===== src/hw/cpu_macros.svh =====
// Global sizing macros for the 16-bit multicycle core
`ifndef CPU_MACROS_SVH
`define CPU_MACROS_SVH

// Data path and instruction word width
`define CPU_DATA_W 16

// Memory address and program counter width
`define CPU_ADDR_W 8

// Number of general purpose registers
`define CPU_NUM_REGS 16

`endif


===== src/hw/cpu_isa_pkg.sv =====
// Instruction set package holding the opcode encoding and the instruction word layout
`include "cpu_macros.svh"
`default_nettype none

package cpu_isa_pkg;

    // Opcode in the top nibble of every instruction
    typedef enum logic [3:0] {
        OP_ADD  = 4'b0000,
        OP_SUB  = 4'b0001,
        OP_AND  = 4'b0010,
        OP_OR   = 4'b0011,
        OP_XOR  = 4'b0100,
        OP_NOT  = 4'b0101,
        OP_SLA  = 4'b0110,
        OP_SRA  = 4'b0111,
        OP_LI   = 4'b1000,
        OP_LW   = 4'b1001,
        OP_SW   = 4'b1010,
        OP_BIZ  = 4'b1011,
        OP_BNZ  = 4'b1100,
        OP_HALT = 4'b1101,  // Stops the core for good
        OP_JMP  = 4'b1110,
        OP_RSVD = 4'b1111   // Executes as a no-op
    } opcode_t;

    typedef logic [$clog2(`CPU_NUM_REGS)-1:0] reg_idx_t;

    // Same 16 bits seen as register form or immediate form
    typedef union packed {
        struct packed {
            opcode_t  opcode;
            reg_idx_t dest;
            reg_idx_t src1;
            reg_idx_t src2;
        } regs;
        struct packed {
            opcode_t    opcode;
            reg_idx_t   dest;
            logic [7:0] imm8;   // Immediate value, address or branch offset
        } imm;
    } instr_t;

endpackage

`default_nettype wire


===== src/hw/cpu_bus_pkg.sv =====
// Microarchitecture package with bus selects and the control word and memory request layouts
`include "cpu_macros.svh"
`default_nettype none

package cpu_bus_pkg;

    import cpu_isa_pkg::*;

    // Bus 1 sources
    typedef enum logic [1:0] {
        B1_REG = 2'd0,  // Register file read port
        B1_PC  = 2'd1,  // Zero extended PC
        B1_IMM = 2'd2   // Extended immediate
    } bus1_sel_t;

    // Bus 2 sources
    typedef enum logic [1:0] {
        B2_ALU  = 2'd0,
        B2_BUS1 = 2'd1,
        B2_MEM  = 2'd2  // Read data from memory
    } bus2_sel_t;

    // Memory address source
    typedef enum logic {
        ADDR_PC  = 1'b0,
        ADDR_IMM = 1'b1
    } addr_sel_t;

    // Control word from the FSM to the datapath
    typedef struct packed {
        bus1_sel_t bus1_sel;
        bus2_sel_t bus2_sel;
        addr_sel_t addr_sel;
        logic      sext;            // Sign extend imm8 onto bus 1
        reg_idx_t  rf_rd_addr;
        logic      rf_we;
        reg_idx_t  rf_wr_addr;
        logic      y_ld;            // Latch bus 1 into Y
        opcode_t   alu_op;
        logic      ir_ld;
        logic      pc_inc;
        logic      pc_ld;
        logic      pc_offset_sel;   // PC plus offset instead of bus 1
        logic      mem_write;
    } ctrl_t;

    // Request payload on the memory channel
    typedef struct packed {
        logic [`CPU_ADDR_W-1:0] addr;
        logic [`CPU_DATA_W-1:0] wdata;
        logic                   write;
    } mem_req_t;

endpackage

`default_nettype wire


===== src/hw/cpu_control.sv =====
// Control FSM sequencing fetch, decode, execute, load and store for the 16-bit core
`timescale 1ns/1ps
`default_nettype none

module cpu_control import cpu_isa_pkg::*, cpu_bus_pkg::*; (
    input  logic   clk,
    input  logic   rst,
    input  instr_t instr,           // Current IR contents
    input  logic   rd_zero,         // Register read data is zero
    input  logic   mem_req_ready,
    output ctrl_t  ctrl,
    output logic   mem_req_valid,
    output logic   halted
);

    typedef enum logic [2:0] {
        S_IDLE   = 3'd0,
        S_FETCH  = 3'd1,
        S_DECODE = 3'd2,
        S_EX     = 3'd3,    // Second cycle of two operand ops
        S_RD     = 3'd4,
        S_WR     = 3'd5,
        S_HALT   = 3'd6
    } state_t;

    state_t  state;
    state_t  next_state;
    opcode_t opcode;

    assign opcode = instr.regs.opcode;
    assign halted = (state == S_HALT);

    always_ff @(posedge clk or negedge rst) begin
        if (!rst) begin
            state <= S_IDLE;
        end else begin
            state <= next_state;
        end
    end

    always_comb begin
        // Defaults hold every register in the datapath
        ctrl            = '0;
        ctrl.bus1_sel   = B1_REG;
        ctrl.bus2_sel   = B2_ALU;
        ctrl.addr_sel   = ADDR_PC;
        ctrl.alu_op     = opcode;
        ctrl.rf_rd_addr = instr.regs.src1;
        ctrl.rf_wr_addr = instr.regs.dest;
        mem_req_valid   = 1'b0;
        next_state      = state;

        case (state)
            S_IDLE: begin
                next_state = S_FETCH;   // One quiet cycle after reset
            end
            S_FETCH: begin
                mem_req_valid = 1'b1;
                ctrl.addr_sel = ADDR_PC;
                if (mem_req_ready) begin
                    ctrl.ir_ld  = 1'b1;   // IR and PC move on acceptance only
                    ctrl.pc_inc = 1'b1;
                    next_state  = S_DECODE;
                end
            end
            S_DECODE: begin
                next_state = S_FETCH;   // Most ops finish here
                case (opcode)
                    OP_ADD, OP_SUB, OP_AND, OP_OR, OP_XOR: begin
                        ctrl.y_ld  = 1'b1;  // First operand into Y
                        next_state = S_EX;
                    end
                    OP_NOT, OP_SLA, OP_SRA: begin
                        ctrl.bus2_sel = B2_ALU;
                        ctrl.rf_we    = 1'b1;
                    end
                    OP_LI: begin
                        ctrl.sext     = 1'b1;
                        ctrl.bus1_sel = B1_IMM;
                        ctrl.bus2_sel = B2_BUS1;
                        ctrl.rf_we    = 1'b1;
                    end
                    OP_LW: next_state = S_RD;
                    OP_SW: next_state = S_WR;
                    OP_BIZ: begin
                        ctrl.rf_rd_addr    = instr.regs.dest;   // Test the dest register
                        ctrl.pc_offset_sel = 1'b1;
                        ctrl.pc_ld         = rd_zero;
                    end
                    OP_BNZ: begin
                        ctrl.rf_rd_addr    = instr.regs.dest;
                        ctrl.pc_offset_sel = 1'b1;
                        ctrl.pc_ld         = !rd_zero;
                    end
                    OP_JMP: begin
                        ctrl.pc_offset_sel = 1'b1;  // PC already points past the JMP
                        ctrl.pc_ld         = 1'b1;
                    end
                    OP_HALT: next_state = S_HALT;
                    default: next_state = S_FETCH;  // Reserved opcode does nothing
                endcase
            end
            S_EX: begin
                ctrl.rf_rd_addr = instr.regs.src2;  // Second operand straight to the ALU
                ctrl.bus2_sel   = B2_ALU;
                ctrl.rf_we      = 1'b1;
                next_state      = S_FETCH;
            end
            S_RD: begin
                mem_req_valid = 1'b1;
                ctrl.addr_sel = ADDR_IMM;
                ctrl.bus2_sel = B2_MEM;
                if (mem_req_ready) begin
                    ctrl.rf_we = 1'b1;  // Read data valid in the accepting cycle
                    next_state = S_FETCH;
                end
            end
            S_WR: begin
                mem_req_valid   = 1'b1;
                ctrl.addr_sel   = ADDR_IMM;
                ctrl.mem_write  = 1'b1;
                ctrl.rf_rd_addr = instr.regs.dest;  // Store data from dest via bus 1
                if (mem_req_ready) begin
                    next_state = S_FETCH;
                end
            end
            S_HALT: begin
                next_state = S_HALT;    // No more requests
            end
            default: begin
                next_state = S_IDLE;
            end
        endcase
    end

endmodule

`default_nettype wire


===== src/hw/cpu_execute.sv =====
// Execute unit with the Y operand register the ALU and the bus 2 select
`timescale 1ns/1ps
`default_nettype none
`include "cpu_macros.svh"

module cpu_execute import cpu_isa_pkg::*, cpu_bus_pkg::*; (
    input  logic                   clk,
    input  logic                   rst,
    input  ctrl_t                  ctrl,
    input  logic [`CPU_DATA_W-1:0] bus1,
    input  logic [`CPU_DATA_W-1:0] mem_rdata,
    output logic [`CPU_DATA_W-1:0] bus2
);

    logic [`CPU_DATA_W-1:0] y_reg;      // First operand of two operand ops
    logic [`CPU_DATA_W-1:0] alu_res;

    always_ff @(posedge clk or negedge rst) begin
        if (!rst) begin
            y_reg <= '0;
        end else if (ctrl.y_ld) begin
            y_reg <= bus1;
        end
    end

    always_comb begin
        case (ctrl.alu_op)
            OP_ADD:  alu_res = y_reg + bus1;
            OP_SUB:  alu_res = y_reg - bus1;
            OP_AND:  alu_res = y_reg & bus1;
            OP_OR:   alu_res = y_reg | bus1;
            OP_XOR:  alu_res = y_reg ^ bus1;
            OP_NOT:  alu_res = ~bus1;
            // One bit shifts
            OP_SLA:  alu_res = {bus1[`CPU_DATA_W-2:0], 1'b0};
            OP_SRA:  alu_res = {bus1[`CPU_DATA_W-1], bus1[`CPU_DATA_W-1:1]};  // Keeps sign
            default: alu_res = bus1;    // Pass through
        endcase
    end

    always_comb begin
        case (ctrl.bus2_sel)
            B2_BUS1: bus2 = bus1;
            B2_MEM:  bus2 = mem_rdata;
            default: bus2 = alu_res;
        endcase
    end

endmodule

`default_nettype wire


===== src/hw/cpu_fetch_unit.sv =====
// Fetch unit with PC, IR, immediate extension, bus 1 select and memory request payload
`timescale 1ns/1ps
`default_nettype none
`include "cpu_macros.svh"

module cpu_fetch_unit import cpu_isa_pkg::*, cpu_bus_pkg::*; (
    input  logic                   clk,
    input  logic                   rst,
    input  ctrl_t                  ctrl,
    input  logic [`CPU_DATA_W-1:0] rf_rdata,
    input  logic [`CPU_DATA_W-1:0] mem_rdata,
    output instr_t                 instr,
    output logic [`CPU_DATA_W-1:0] bus1,
    output mem_req_t               mem_req
);

    logic [`CPU_ADDR_W-1:0] pc;
    instr_t                 ir;
    logic [`CPU_DATA_W-1:0] imm_sext;
    logic [`CPU_DATA_W-1:0] imm_zext;

    assign instr    = ir;
    assign imm_sext = {{(`CPU_DATA_W-8){ir.imm.imm8[7]}}, ir.imm.imm8};
    assign imm_zext = {{(`CPU_DATA_W-8){1'b0}}, ir.imm.imm8};

    always_ff @(posedge clk or negedge rst) begin
        if (!rst) begin
            pc <= '0;
            ir <= '0;
        end else begin
            if (ctrl.pc_ld) begin
                // Branch and jump offsets are relative to the next instruction
                pc <= ctrl.pc_offset_sel ? pc + imm_sext[`CPU_ADDR_W-1:0]
                                         : bus1[`CPU_ADDR_W-1:0];
            end else if (ctrl.pc_inc) begin
                pc <= pc + 1'b1;
            end
            if (ctrl.ir_ld) begin
                ir <= instr_t'(mem_rdata);
            end
        end
    end

    always_comb begin
        case (ctrl.bus1_sel)
            B1_PC:   bus1 = {{(`CPU_DATA_W-`CPU_ADDR_W){1'b0}}, pc};
            B1_IMM:  bus1 = ctrl.sext ? imm_sext : imm_zext;
            default: bus1 = rf_rdata;
        endcase
    end

    // Payload is stable while the FSM waits since PC and IR only move on acceptance
    assign mem_req.addr  = (ctrl.addr_sel == ADDR_IMM) ? imm_zext[`CPU_ADDR_W-1:0] : pc;
    assign mem_req.wdata = bus1;
    assign mem_req.write = ctrl.mem_write;

endmodule

`default_nettype wire


===== src/hw/cpu_regfile.sv =====
// Register file with sixteen entries and one combinational read and one clocked write port
`timescale 1ns/1ps
`default_nettype none
`include "cpu_macros.svh"

module cpu_regfile import cpu_bus_pkg::*; (
    input  logic                   clk,
    input  logic                   rst,
    input  ctrl_t                  ctrl,
    input  logic [`CPU_DATA_W-1:0] wdata,    // Bus 2
    output logic [`CPU_DATA_W-1:0] rdata,
    output logic                   rd_zero   // Zero test for BIZ and BNZ
);

    logic [`CPU_DATA_W-1:0] regs [`CPU_NUM_REGS];

    always_ff @(posedge clk or negedge rst) begin
        if (!rst) begin
            for (int i = 0; i < `CPU_NUM_REGS; i++) begin
                regs[i] <= '0;
            end
        end else if (ctrl.rf_we) begin
            regs[ctrl.rf_wr_addr] <= wdata;
        end
    end

    // Read is combinational and sees the value before this edge's write
    assign rdata   = regs[ctrl.rf_rd_addr];
    assign rd_zero = (rdata == '0);

endmodule

`default_nettype wire


===== src/hw/cpu_top.sv =====
// Top level of the 16-bit multicycle core joining the control FSM and the datapath
`timescale 1ns/1ps
`default_nettype none
`include "cpu_macros.svh"

module cpu_top import cpu_isa_pkg::*, cpu_bus_pkg::*; (
    input  logic                   clk,
    input  logic                   rst,
    output mem_req_t               mem_req,
    output logic                   mem_req_valid,
    input  logic                   mem_req_ready,
    input  logic [`CPU_DATA_W-1:0] mem_rdata,     // Valid in the accepting cycle
    output logic                   halted
);

    ctrl_t                  ctrl;
    instr_t                 instr;
    logic                   rd_zero;
    logic [`CPU_DATA_W-1:0] rf_rdata;
    logic [`CPU_DATA_W-1:0] bus1;
    logic [`CPU_DATA_W-1:0] bus2;

    cpu_control control_inst (
        .clk           (clk),
        .rst           (rst),
        .instr         (instr),
        .rd_zero       (rd_zero),
        .mem_req_ready (mem_req_ready),
        .ctrl          (ctrl),
        .mem_req_valid (mem_req_valid),
        .halted        (halted)
    );

    cpu_fetch_unit fetch_inst (
        .clk       (clk),
        .rst       (rst),
        .ctrl      (ctrl),
        .rf_rdata  (rf_rdata),
        .mem_rdata (mem_rdata),
        .instr     (instr),
        .bus1      (bus1),
        .mem_req   (mem_req)
    );

    cpu_regfile regfile_inst (
        .clk     (clk),
        .rst     (rst),
        .ctrl    (ctrl),
        .wdata   (bus2),
        .rdata   (rf_rdata),
        .rd_zero (rd_zero)
    );

    cpu_execute execute_inst (
        .clk       (clk),
        .rst       (rst),
        .ctrl      (ctrl),
        .bus1      (bus1),
        .mem_rdata (mem_rdata),
        .bus2      (bus2)
    );

endmodule

`default_nettype wire


===== config.mk =====
export PLATFORM = sky130hd
export DESIGN_NAME = cpu_top
export DESIGN_NICKNAME = d
export VERILOG_FILES = /design/src/hw/cpu_isa_pkg.sv /design/src/hw/cpu_bus_pkg.sv /design/src/hw/cpu_control.sv /design/src/hw/cpu_execute.sv /design/src/hw/cpu_fetch_unit.sv /design/src/hw/cpu_regfile.sv /design/src/hw/cpu_top.sv
export VERILOG_INCLUDE_DIRS = /design/src /design/src/hw
export SDC_FILE = /design/constraint.sdc
export NUM_CORES = 1
export LEC_CHECK = 0
export BUFFER_PORTS_ARGS = -buffer_cell sky130_fd_sc_hd__clkbuf_2
export CORE_UTILIZATION = 52
export CTS_CLUSTER_DIAMETER = 60
export DETAILED_ROUTE_END_ITERATION = 12
export PLACE_DENSITY = 0.77
export REMOVE_ABC_BUFFERS = 1
export SLEW_MARGIN = 10
export SYNTH_ARGS = -nofsm -noshare
export SYNTH_HDL_FRONTEND = slang
export SYNTH_SLANG_ARGS = --single-unit

===== constraint.sdc =====
create_clock -name clk -period 15.75 [get_ports clk]
set_input_delay 0.7875 -clock clk [delete_from_list [all_inputs] [get_ports clk]]
set_output_delay 0.7875 -clock clk [all_outputs]
set_load 0.01 [all_outputs]

==> results.md, run 1 <==
* Fillers at 2,738
* Period Utilization, post-route at 53.8%
* Crit start category: flip-flop
* Drt wl/cell at 23.5 um
* Worst stage delay on the critical path at 0.74 ns
* # clock sinks at 299
* CP Class: flip-flop to flip-flop
* First-pass GRT wire length at 79,200 um
* Avg Cell Area, Syn at 10.3 um^2
* Overall Global Routing Usage at 30.3%
* Max reg flops at 256
* Ys Warns at 0
* FMAX at 0.118 GHz
* Ant. Diodes at 0
* Rel. slew slack at 15.8%
* Area occupied by multi-input gates at 0.00914 mm^2
* Final setup viols at 0
* Outcome: completed
* Number of flops mapped to enable cells by yosys at 0
* Sequential-to-total area share from yosys stat at 43.0%
* Post-DP HPWL at 33,000 um
* Die Wd at 185 um
* Final TNS setup at 0 ns
* Ys async rst share at 100%
* Core area at 0.0328 mm^2
* Most Used Layer, Global Route: met2
* Layout cells sized above 1 at 21.0%
* Post-CTS Resized at 0
* Max_cap viols at 0
* Clock buffer depth at 3
* Worst-path maximum fanout at 52
* Hold-fix buffers, CTS at 0
* Clock slew at reported path FFs at 0.06 ns
* Setup bufs post-CTS at 0
* Largest net degree at the start of global routing at 85
* Vias/cell at 6.49
* Final slew viol count at 0
* Standard-cell rows at 66
* RSZ-0062 raised after global routing: false
* Total grt overflow at 0
* GR Layer Usage met3 at 6.70%
* CP endpoint kind: flip-flop
* Chip height at 185 um
* Flops & latches, synth at 299
* Die ar. at 0.0342 mm^2
* Via count of the routed design at 14,000
* WP data required at 16.16 ns
* DRC Markers at 0
* Slowest cell on the critical path: buf_4
* Fin nets at 1,766
* Synth cell types at 91
* H-tree levels at 2
* Post-Syn Area at 0.0174 mm^2
* 1st-iter DRT viols at 1,525
* Final Hold Viols at 0
* Register area at 0.00748 mm^2
* Fin crit period at 8.47 ns
* Area growth, synth to finish at 9.71%
* CTS tree: done
* Worst skew pair latency at 0.54 ns
* Post-DRT Antenna Nets at 0
* Number of port buffers at 45
* Met1 usage at 40.2%
* Worst slew pin tran at 1.26 ns
* Met2 usage at 47.5%
* Initial Utilization at 53.1%
* GPL Wtd Cong at 1.02
* Hold Path Class: primary input to asynchronous set/reset pin
* Post-Synthesis Cells at 1,697
* Num CTS Buffers at 36
* WP data arrival at 8.88 ns
* Setup Skew at 0.0222 ns
* Initial antenna violation count at 1
* I/O pin total at 46
* Predominant post-synthesis flop cell: dfrtp_1
* Drt pass-1 iters at 7
* Clock root buffer master: clkbuf_16
* Crit-path cells: nor2b_1 > a311oi_2 > o211a_4 > buf_4 > mux4_2 > mux2i_1 > a221oi_1 > mux2i_1 > ha_1 > nand2_1 > o21ai_0 > xnor2_1 > ha_1 > o2111ai_1 > and3_1 > o31ai_1 > nor3_1 > o31a_1 > o211a_1 > a211oi_1 > nand3_1 > a32o_1 > or3b_1 > mux2_2
* Routed WL at 50,700 um
* Vias in the first global route at 13,900
-- through the flow --
step	cell area (um^2)	setup slack [ns]	std cells	utilization [%]	hold slack, ns
finish	19100	7.28	2157	58.3	0.229
global route	19100	6.77	2157	58.3	0.281
CTS	19100	7.47	2157	58.3	0.272
detailed placement	17900	7.50	2092	54.6	0.459
global placement	17900	7.69	2092	54.6	0.454
floorplan	16800	8.13	1569	-	0.436
-- area by class of cell --
type / instances / area share, %
tap: 442 / 2.89
clock buffer: 53 / 5.74
multi-input combinational: 1213 / 47.8
sequential: 299 / 39.2
inverter: 57 / 1.12
clock inverter: 12 / 0.596
timing repair buffer: 81 / 2.65
-- final timing paths --
| path | startpoint | end | slack (ns) | cells after the start |
|---|---|---|---|---|
| min | rst | fetch_inst.pc[1] | 0.23 | 1 |
| max reg2reg | control_inst.state[1] | regfile_inst.regs[63] | 7.28 | 24 |
| max | control_inst.state[1] | regfile_inst.regs[63] | 7.28 | 24 |
| max in group asynchronous | rst | regfile_inst.regs[185] | 13.15 | 3 |
| min reg2reg | fetch_inst.pc[7] | fetch_inst.pc[7] | 0.47 | 1 |
| min in group clk | fetch_inst.pc[7] | fetch_inst.pc[7] | 0.47 | 1 |
-- cells in the final DEF (no fill, tap or decap), types with 6 or more instances in the layout --
master,count
o2111ai_1,17
clkbuf_8,11
o21ai_0,158
o221ai_1,12
buf_4,36
nand2b_1,8
xor2_1,10
nand3_1,26
ha_1,57
o211ai_1,22
clkbuf_2,44
nor2b_1,13
clkbuf_16,37
a22oi_1,11
a31oi_1,11
xnor2_1,27
a32oi_1,7
nand2_1,249
dfrtp_1,299
o22ai_1,11
mux2i_1,75
a21o_1,13
mux2_2,161
and2_1,9
nor2_1,65
inv_1,55
a21oi_1,51
and3_1,7
o21ai_1,6
a211oi_1,11
nor3_1,15
or3_1,7
a221oi_1,30
mux4_2,31
-- cells by family (layout without fill, tap and decap cells) --
kind of cell,count (synthesis),in the layout,share of synthesized area (%)
fa+ha+maj,59,59,4.33
simple gates,432,432,11.2
mux,269,269,18.9
compound gates,416,416,16.1
xor+xnor,37,37,1.86
flops,299,299,43.0
buf+inv,185,203,4.69
-- Yosys cell counts, types with 6 or more instances --
library cell	count	area, um^2
a21o_1	13	97.6
a211oi_1	11	82.6
nand3_1	26	130
nor3_1	15	75.1
xnor2_1	27	236
o2111ai_1	17	149
or3_1	7	43.8
buf_4	7	52.6
mux2i_1	75	751
nor2b_1	13	81.3
inv_1	55	206
nand2_1	249	935
xor2_1	10	87.6
buf_6	8	90.1
o21ai_1	6	30.0
nand2b_1	8	50.1
o22ai_1	11	68.8
a21oi_1	51	255
clkbuf_1	83	312
buf_1	9	33.8
a22oi_1	11	82.6
buf_2	20	100
a31oi_1	11	68.8
dfrtp_1	299	7480
ha_1	57	713
a221oi_1	30	263
mux2_2	161	1810
and2_1	9	56.3
o221ai_1	12	105
nor2_1	65	244
mux4_2	31	698
o21ai_0	158	791
o211ai_1	22	165
a32oi_1	7	61.3
and3_1	7	43.8
-- worst max-delay path: cells and delay by family, from the launching register on --
kind | cells | cell delay (ns)
AO/OA/AOI/OAI | 10 | 3.01
buffers and inverters | 1 | 0.74
adder cells (fa/ha/maj) | 2 | 0.62
XOR/XNOR | 1 | 0.10
AND/OR/NAND/NOR | 6 | 1.33
multiplexers | 4 | 1.76
flip-flops | 1 | 0.73
-- per-layer routing --
layer | up-vias | wire, um | part of all wire, %
met3 | 197 | 4810 | 9.5
li1 | 6154 | - | -
met4 | 0 | 2460 | 4.8
met2 | 714 | 22800 | 45
met1 | 6927 | 20700 | 41
met5 | - | 0 | 0
Power of run 1 is not shown: default switching activity piles up to over one toggle a cycle in this logic, so the estimate is an artifact.
==> inputs of run 2 (changes only) <==
ABC_AREA = 1   (was default)
PLACE_DENSITY = 0.8   (was 0.77)
clock period = 7.46 ns   (was 15.75 ns; I/O delays follow)
==> run 2 against run 1 <==
Net effect: die area up 2.6%; wire length up 4.9%; core utilization down 0.40 points; design area increased by 2.1%; setup slack worse by 6.5 ns; register-to-register slack got worse by 6.5 ns; via count up 22%; sequential cell count stayed put; global-route usage increased by 0.30 points.
==> results.md, run 2 <==
* Ys async rst share at 100%
* Final hold slack at 0.0881 ns
* Synth top area cells: dfrtp_1 (42%), nand2_1 (13%), o21ai_0 (8.5%), inv_1 (7.0%), nand3_1 (6.4%)
* Period Utilization, post-route at 89.2%
* Clock root buffer master: clkbuf_16
* Outcome: completed
* Vias in the first global route at 16,100
* I/O pin total at 46
* Post-CTS Resized at 0
* 1st-iter DRT viols at 2,231
* Post-synthesis mux area share at 0.0560%
* Post-Place Setup Slack at 1.03 ns
* WP data arrival at 7.03 ns
* Critical path's most frequent cell: nand3_1
* CTS tree: done
* WP data required at 7.83 ns
* Most frequent cell after synthesis: nand2_1
* Simple-Gate Fraction of Synth Area at 26.8%
* Avg Cell Area, Syn at 7.32 um^2
* Post-Synthesis Cells at 2,440
* Synth cell types at 49
* Number of flops mapped to enable cells by yosys at 0
* Predominant post-synthesis flop cell: dfrtp_1
* Vias/cell at 5.91
* Clock buffer depth at 3
* Met2 usage at 47.4%
* Post-DP HPWL at 35,200 um
* Sequential-to-total area share from yosys stat at 41.9%
* Final TNS setup at 0 ns
* Synth Area in Compound Gates at 14.9%
* Crit Reg-Reg Startpoint: control_inst.state[0]
* Worst slew pin tran at 1.18 ns
* Ant. Diodes at 0
* Setup slack after layout at 0.803 ns
* Yosys top cell area share at 41.9%
* Final setup viols at 0
* DRC Markers at 0
* Area growth, synth to finish at 9.16%
* Routed WL at 53,200 um
* Worst-path maximum fanout at 87
* Initial antenna violation count at 0
* Max reg flops at 256
* Dpl cells at 2,829
* Number of port buffers at 45
* GPL Wtd Cong at 0.996
* Most frequent cells in the layout: nand2_1 (624), inv_1 (333), o21ai_0 (301)
* Clock slew at reported path FFs at 0.06 ns
* H-tree levels at 2
* Largest family of logic cells by synthesized area: simple AND/OR/NAND/NOR gates
* Via count of the routed design at 17,100
* CP Class: flip-flop to flip-flop
* Fin crit period at 6.66 ns
* FMAX at 0.150 GHz
* Commonest cells in the netlist: nand2_1 (625), inv_1 (333), o21ai_0 (302)
* GR Layer Usage met3 at 4.63%
* Post-DRT Antenna Nets at 0
* Synth Area in Adders at 4.22%
* CP Launch Point: control_inst.state[0]
* Chip height at 187 um
* Largest net degree at the start of global routing at 200
* Die Wd at 187 um
* Crit start category: flip-flop
* Overall Global Routing Usage at 30.6%
* Slowest cell on the critical path: buf_4
* Worst skew pair latency at 0.53 ns
* Post-Synth XOR/XNOR Area at 1.23%
* Total grt overflow at 0
* Final slew viol count at 0
* Most Used Layer, Global Route: met2
* # clock sinks at 299
* Initial Utilization at 53.0%
* Final Hold Viols at 0
* Drt pass-1 iters at 6
* Post-Syn Area at 0.0179 mm^2
* Drt wl/cell at 18.4 um
* Core area at 0.0337 mm^2
* Layout cells sized above 1 at 7.73%
* Ys Warns at 0
* Most common cell after layout, fill and taps aside: nand2_1
* Largest delay contributor family on the critical path: simple AND/OR/NAND/NOR gates
* Standard-cell rows at 67
* Met1 usage at 42.8%
* Final non-filler cell total at 2,893
* Fin nets at 2,498
* First-pass GRT wire length at 86,400 um
* Setup Skew at 0.0125 ns
* Num CTS Buffers at 36
* Flops & latches, synth at 299
* Hold Path Class: primary input to flip-flop
* Hold path startpoint: mem_rdata[3]
* RSZ-0062 raised after global routing: false
* CP endpoint kind: flip-flop
* Worst stage delay on the critical path at 0.79 ns
* Rel. slew slack at 21.6%
* Crit path buffers/inverters at 4
* Biggest area consumer among synthesized cells: dfrtp_1
* Die ar. at 0.0351 mm^2
* Max_cap viols at 0
-- run 2: cell types whose count changed in the layout (fill, tap and decap cells not counted), sizes merged, moves of 41 or more --
| cell | before | now |
|---|---|---|
| mux2 | 162 | 0 |
| nand3 | 26 | 231 |
| nand4 | 5 | 94 |
| mux2i | 76 | 1 |
| nor2 | 66 | 107 |
| o21ai | 164 | 342 |
| inv | 62 | 339 |
| nand2 | 250 | 641 |
-- run 2: final timing paths --
kind	end	slack [ns]	depth (start not counted)
setup / recovery	regfile_inst.regs[62]	0.80	34
hold / removal	fetch_inst.instr[3]	0.09	3
setup reg to reg	regfile_inst.regs[62]	0.80	34
hold reg to reg	regfile_inst.regs[219]	0.48	2
max in group asynchronous	regfile_inst.regs[98]	5.36	3
min in group asynchronous	fetch_inst.pc[2]	0.49	2
-- run 2: routing by layer --
layer,wire length (um),up-vias
li1,-,7948
met1,22600,8086
met2,23900,899
met3,4740,159
met4,1980,0
met5,0,-
-- run 2: area by class of cell --
cell class / count / area (um^2)
fill: 3101 / 14200
multi-input combinational: 1658 / 8450
sequential: 299 / 7480
inverter: 338 / 1270
clock buffer: 50 / 1040
timing repair buffer: 87 / 566
tap: 448 / 561
clock inverter: 13 / 135
-- run 2: cells by family (layout without fill, tap and decap cells) --
logic type      count (synthesis)  in the layout
compound gates                476            476
flops                         299            299
xor+xnor                       25             25
buf+inv                       483            488
fa+ha+maj                      59             59
simple gates                 1097           1097
mux                             1              1
-- run 2: worst register-to-register path, delay by kind of cell, from the launching register on --
| kind | cells | cell delay (ns) |
|---|---|---|
| simple gates | 20 | 3.34 |
| buf+inv | 4 | 1.16 |
| compound gates | 5 | 0.56 |
| fa+ha+maj | 2 | 0.52 |
| flops | 1 | 0.43 |
| xor+xnor | 2 | 0.35 |
| mux | 1 | 0.14 |
-- run 2: per-stage QoR --
stage	area [um^2]	util (%)
CTS	19500	57.9
finish	19500	57.9
floorplan	17200	-
global route	19500	57.9
detailed placement	18300	54.3
global placement	18300	54.3
-- run 2: repair_timing --
action,CTS,global route
hold endpoints to repair,100,0
setup buffers,0,0
setup endpoints to repair,0,0
hold buffers,1,0
Power of run 2 is left out for the same reason.
==> inputs of run 3 (changes only) <==
CORE_MARGIN = 5   (was default)
PLACE_DENSITY = 0.77   (was 0.8)
clock period = 8.1 ns   (was 7.46 ns; I/O delays follow)
==> run 3 against run 2 <==
Net effect: clock-buffer cell count fell by 3; setup slack improved by 0.20 ns; register-to-register slack improved by 0.20 ns; non-clock buffer count fell by 1; core utilization rose by 0.19 points; critical path type unchanged; via count fell by 0.18%; sequential cell count did not move; highest routed layer unchanged; the run now ends with negative hold slack left; largest cell class unchanged; clock skew rose by 0.0095 ns.
==> results.md, run 3 (synthesized netlist as in run 2, its figures left out) <==
* Slowest cell on the critical path: dfrtp_1
* Clock slew at reported path FFs at 0.06 ns
* Most common cell after layout, fill and taps aside: nand2_1
* Area growth, synth to finish at 9.51%
* DRC Markers at 0
* Final slew viol count at 0
* GPL Wtd Cong at 0.954
* H-tree levels at 2
* First-pass GRT wire length at 88,300 um
* Overall Global Routing Usage at 28.0%
* RSZ-0062 raised after global routing: false
* Area occupied by multi-input gates at 0.00844 mm^2
* Post-CTS Resized at 0
* Worst slew pin tran at 1.05 ns
* 1st-iter DRT viols at 2,236
* FMAX at 0.141 GHz
* Initial antenna violation count at 0
* WP data arrival at 7.49 ns
* Via count of the routed design at 17,100
* Worst skew pair latency at 0.56 ns
* Fin nets at 2,497
* CP Class: flip-flop to flip-flop
* Worst R2R Setup Slack at 1.00 ns
* Core area at 0.0337 mm^2
* Final Hold Viols at 16
* Setup Skew at 0.0220 ns
* Critical path's most frequent cell: nand3_1
* Routed WL at 53,500 um
* Worst stage delay on the critical path at 0.65 ns
* Final hold slack at -0.0232 ns
* Setup bufs post-CTS at 0
* # clock sinks at 299
* Number of port buffers at 45
* Rel. slew slack at 29.6%
* Chip height at 195 um
* Max_cap viols at 0
* Area of placed instances at 0.0183 mm^2
* Layout cells sized above 1 at 7.81%
* Clock root buffer master: clkbuf_16
* I/O pin total at 46
* Most frequent cells in the layout: nand2_1 (624), inv_1 (333), o21ai_0 (302)
* Post-DP HPWL at 35,800 um
* CTS tree: done
* Period Utilization, post-route at 87.6%
* CP endpoint kind: flip-flop
* Final setup viols at 0
* Clock buffer depth at 3
* Die Wd at 195 um
* Crit start category: flip-flop
* Num CTS Buffers at 36
* Hold Path Class: primary input to asynchronous set/reset pin
* Standard-cell rows at 67
* Final non-filler cell total at 2,894
* Post-DRT Antenna Nets at 0
* Total grt overflow at 0
* Dpl cells at 2,829
* Register area at 0.00748 mm^2
* Die ar. at 0.0382 mm^2
* Final TNS setup at 0 ns
* Failing checks: negative hold slack
* Initial Utilization at 53.0%
* Ant. Diodes at 0
* Outcome: finished with violations
* Max reg flops at 256
* Vias/cell at 5.90
* Worst-path maximum fanout at 45
* Drt wl/cell at 18.5 um
* Fin crit period at 7.10 ns
* Drt pass-1 iters at 6
* Fillers at 3,101
* Vias in the first global route at 16,500
* Design area at 0.0196 mm^2
* Largest net degree at the start of global routing at 179
* Hold-fix buffers, CTS at 0
* WP data required at 8.49 ns
## run 3: cell type report
type | count | share of cell area (%)
repair buffers | 86 | 2.84
well taps | 448 | 2.86
flip-flops and latches | 299 | 38.2
clock buffers | 47 | 5.12
multi-input cells | 1658 | 43.2
clock inverters | 18 | 1.29
inverters | 338 | 6.48
## run 3: critical path: cells and delay by family, from the launching register on
kind,cells,cell delay [ns]
adders and majority gates,2,0.56
and+or+nand+nor,18,2.53
AOI/OAI and AO/OA,10,1.81
xor gates and xnor gates,1,0.19
buffers and inverters,4,1.16
DFF,1,0.65
## run 3: worst paths after layout
kind	startpoint	cells past startpoint	to
max	fetch_inst.instr[15]	35	regfile_inst.regs[173]
max reg2reg	fetch_inst.instr[15]	35	regfile_inst.regs[173]
min in group clk	mem_rdata[0]	3	fetch_inst.instr[0]
max in group asynchronous	rst	2	execute_inst.y_reg[7]
min	rst	1	regfile_inst.regs[233]
min reg2reg	regfile_inst.regs[176]	2	regfile_inst.regs[176]
## run 3: metal layers
metal / GRT usage (%) / share of wire [%]
met1: 39.5 / 43
met2: 43.4 / 44
met3: 6.00 / 9.4
met4: 8.71 / 3.1
met5: 0 / 0
## run 3: through the flow
stage | utilization (%) | setup slack [ns]
2_1_floorplan | - | 0.292
3_3_place_gp | 54.3 | 1.43
3_5_place_dp | 54.3 | 1.26
4_1_cts | 58.1 | 1.20
5_1_grt | 58.1 | 0.415
6_report | 58.1 | 1.00
Power of run 3 is left out for the same reason.
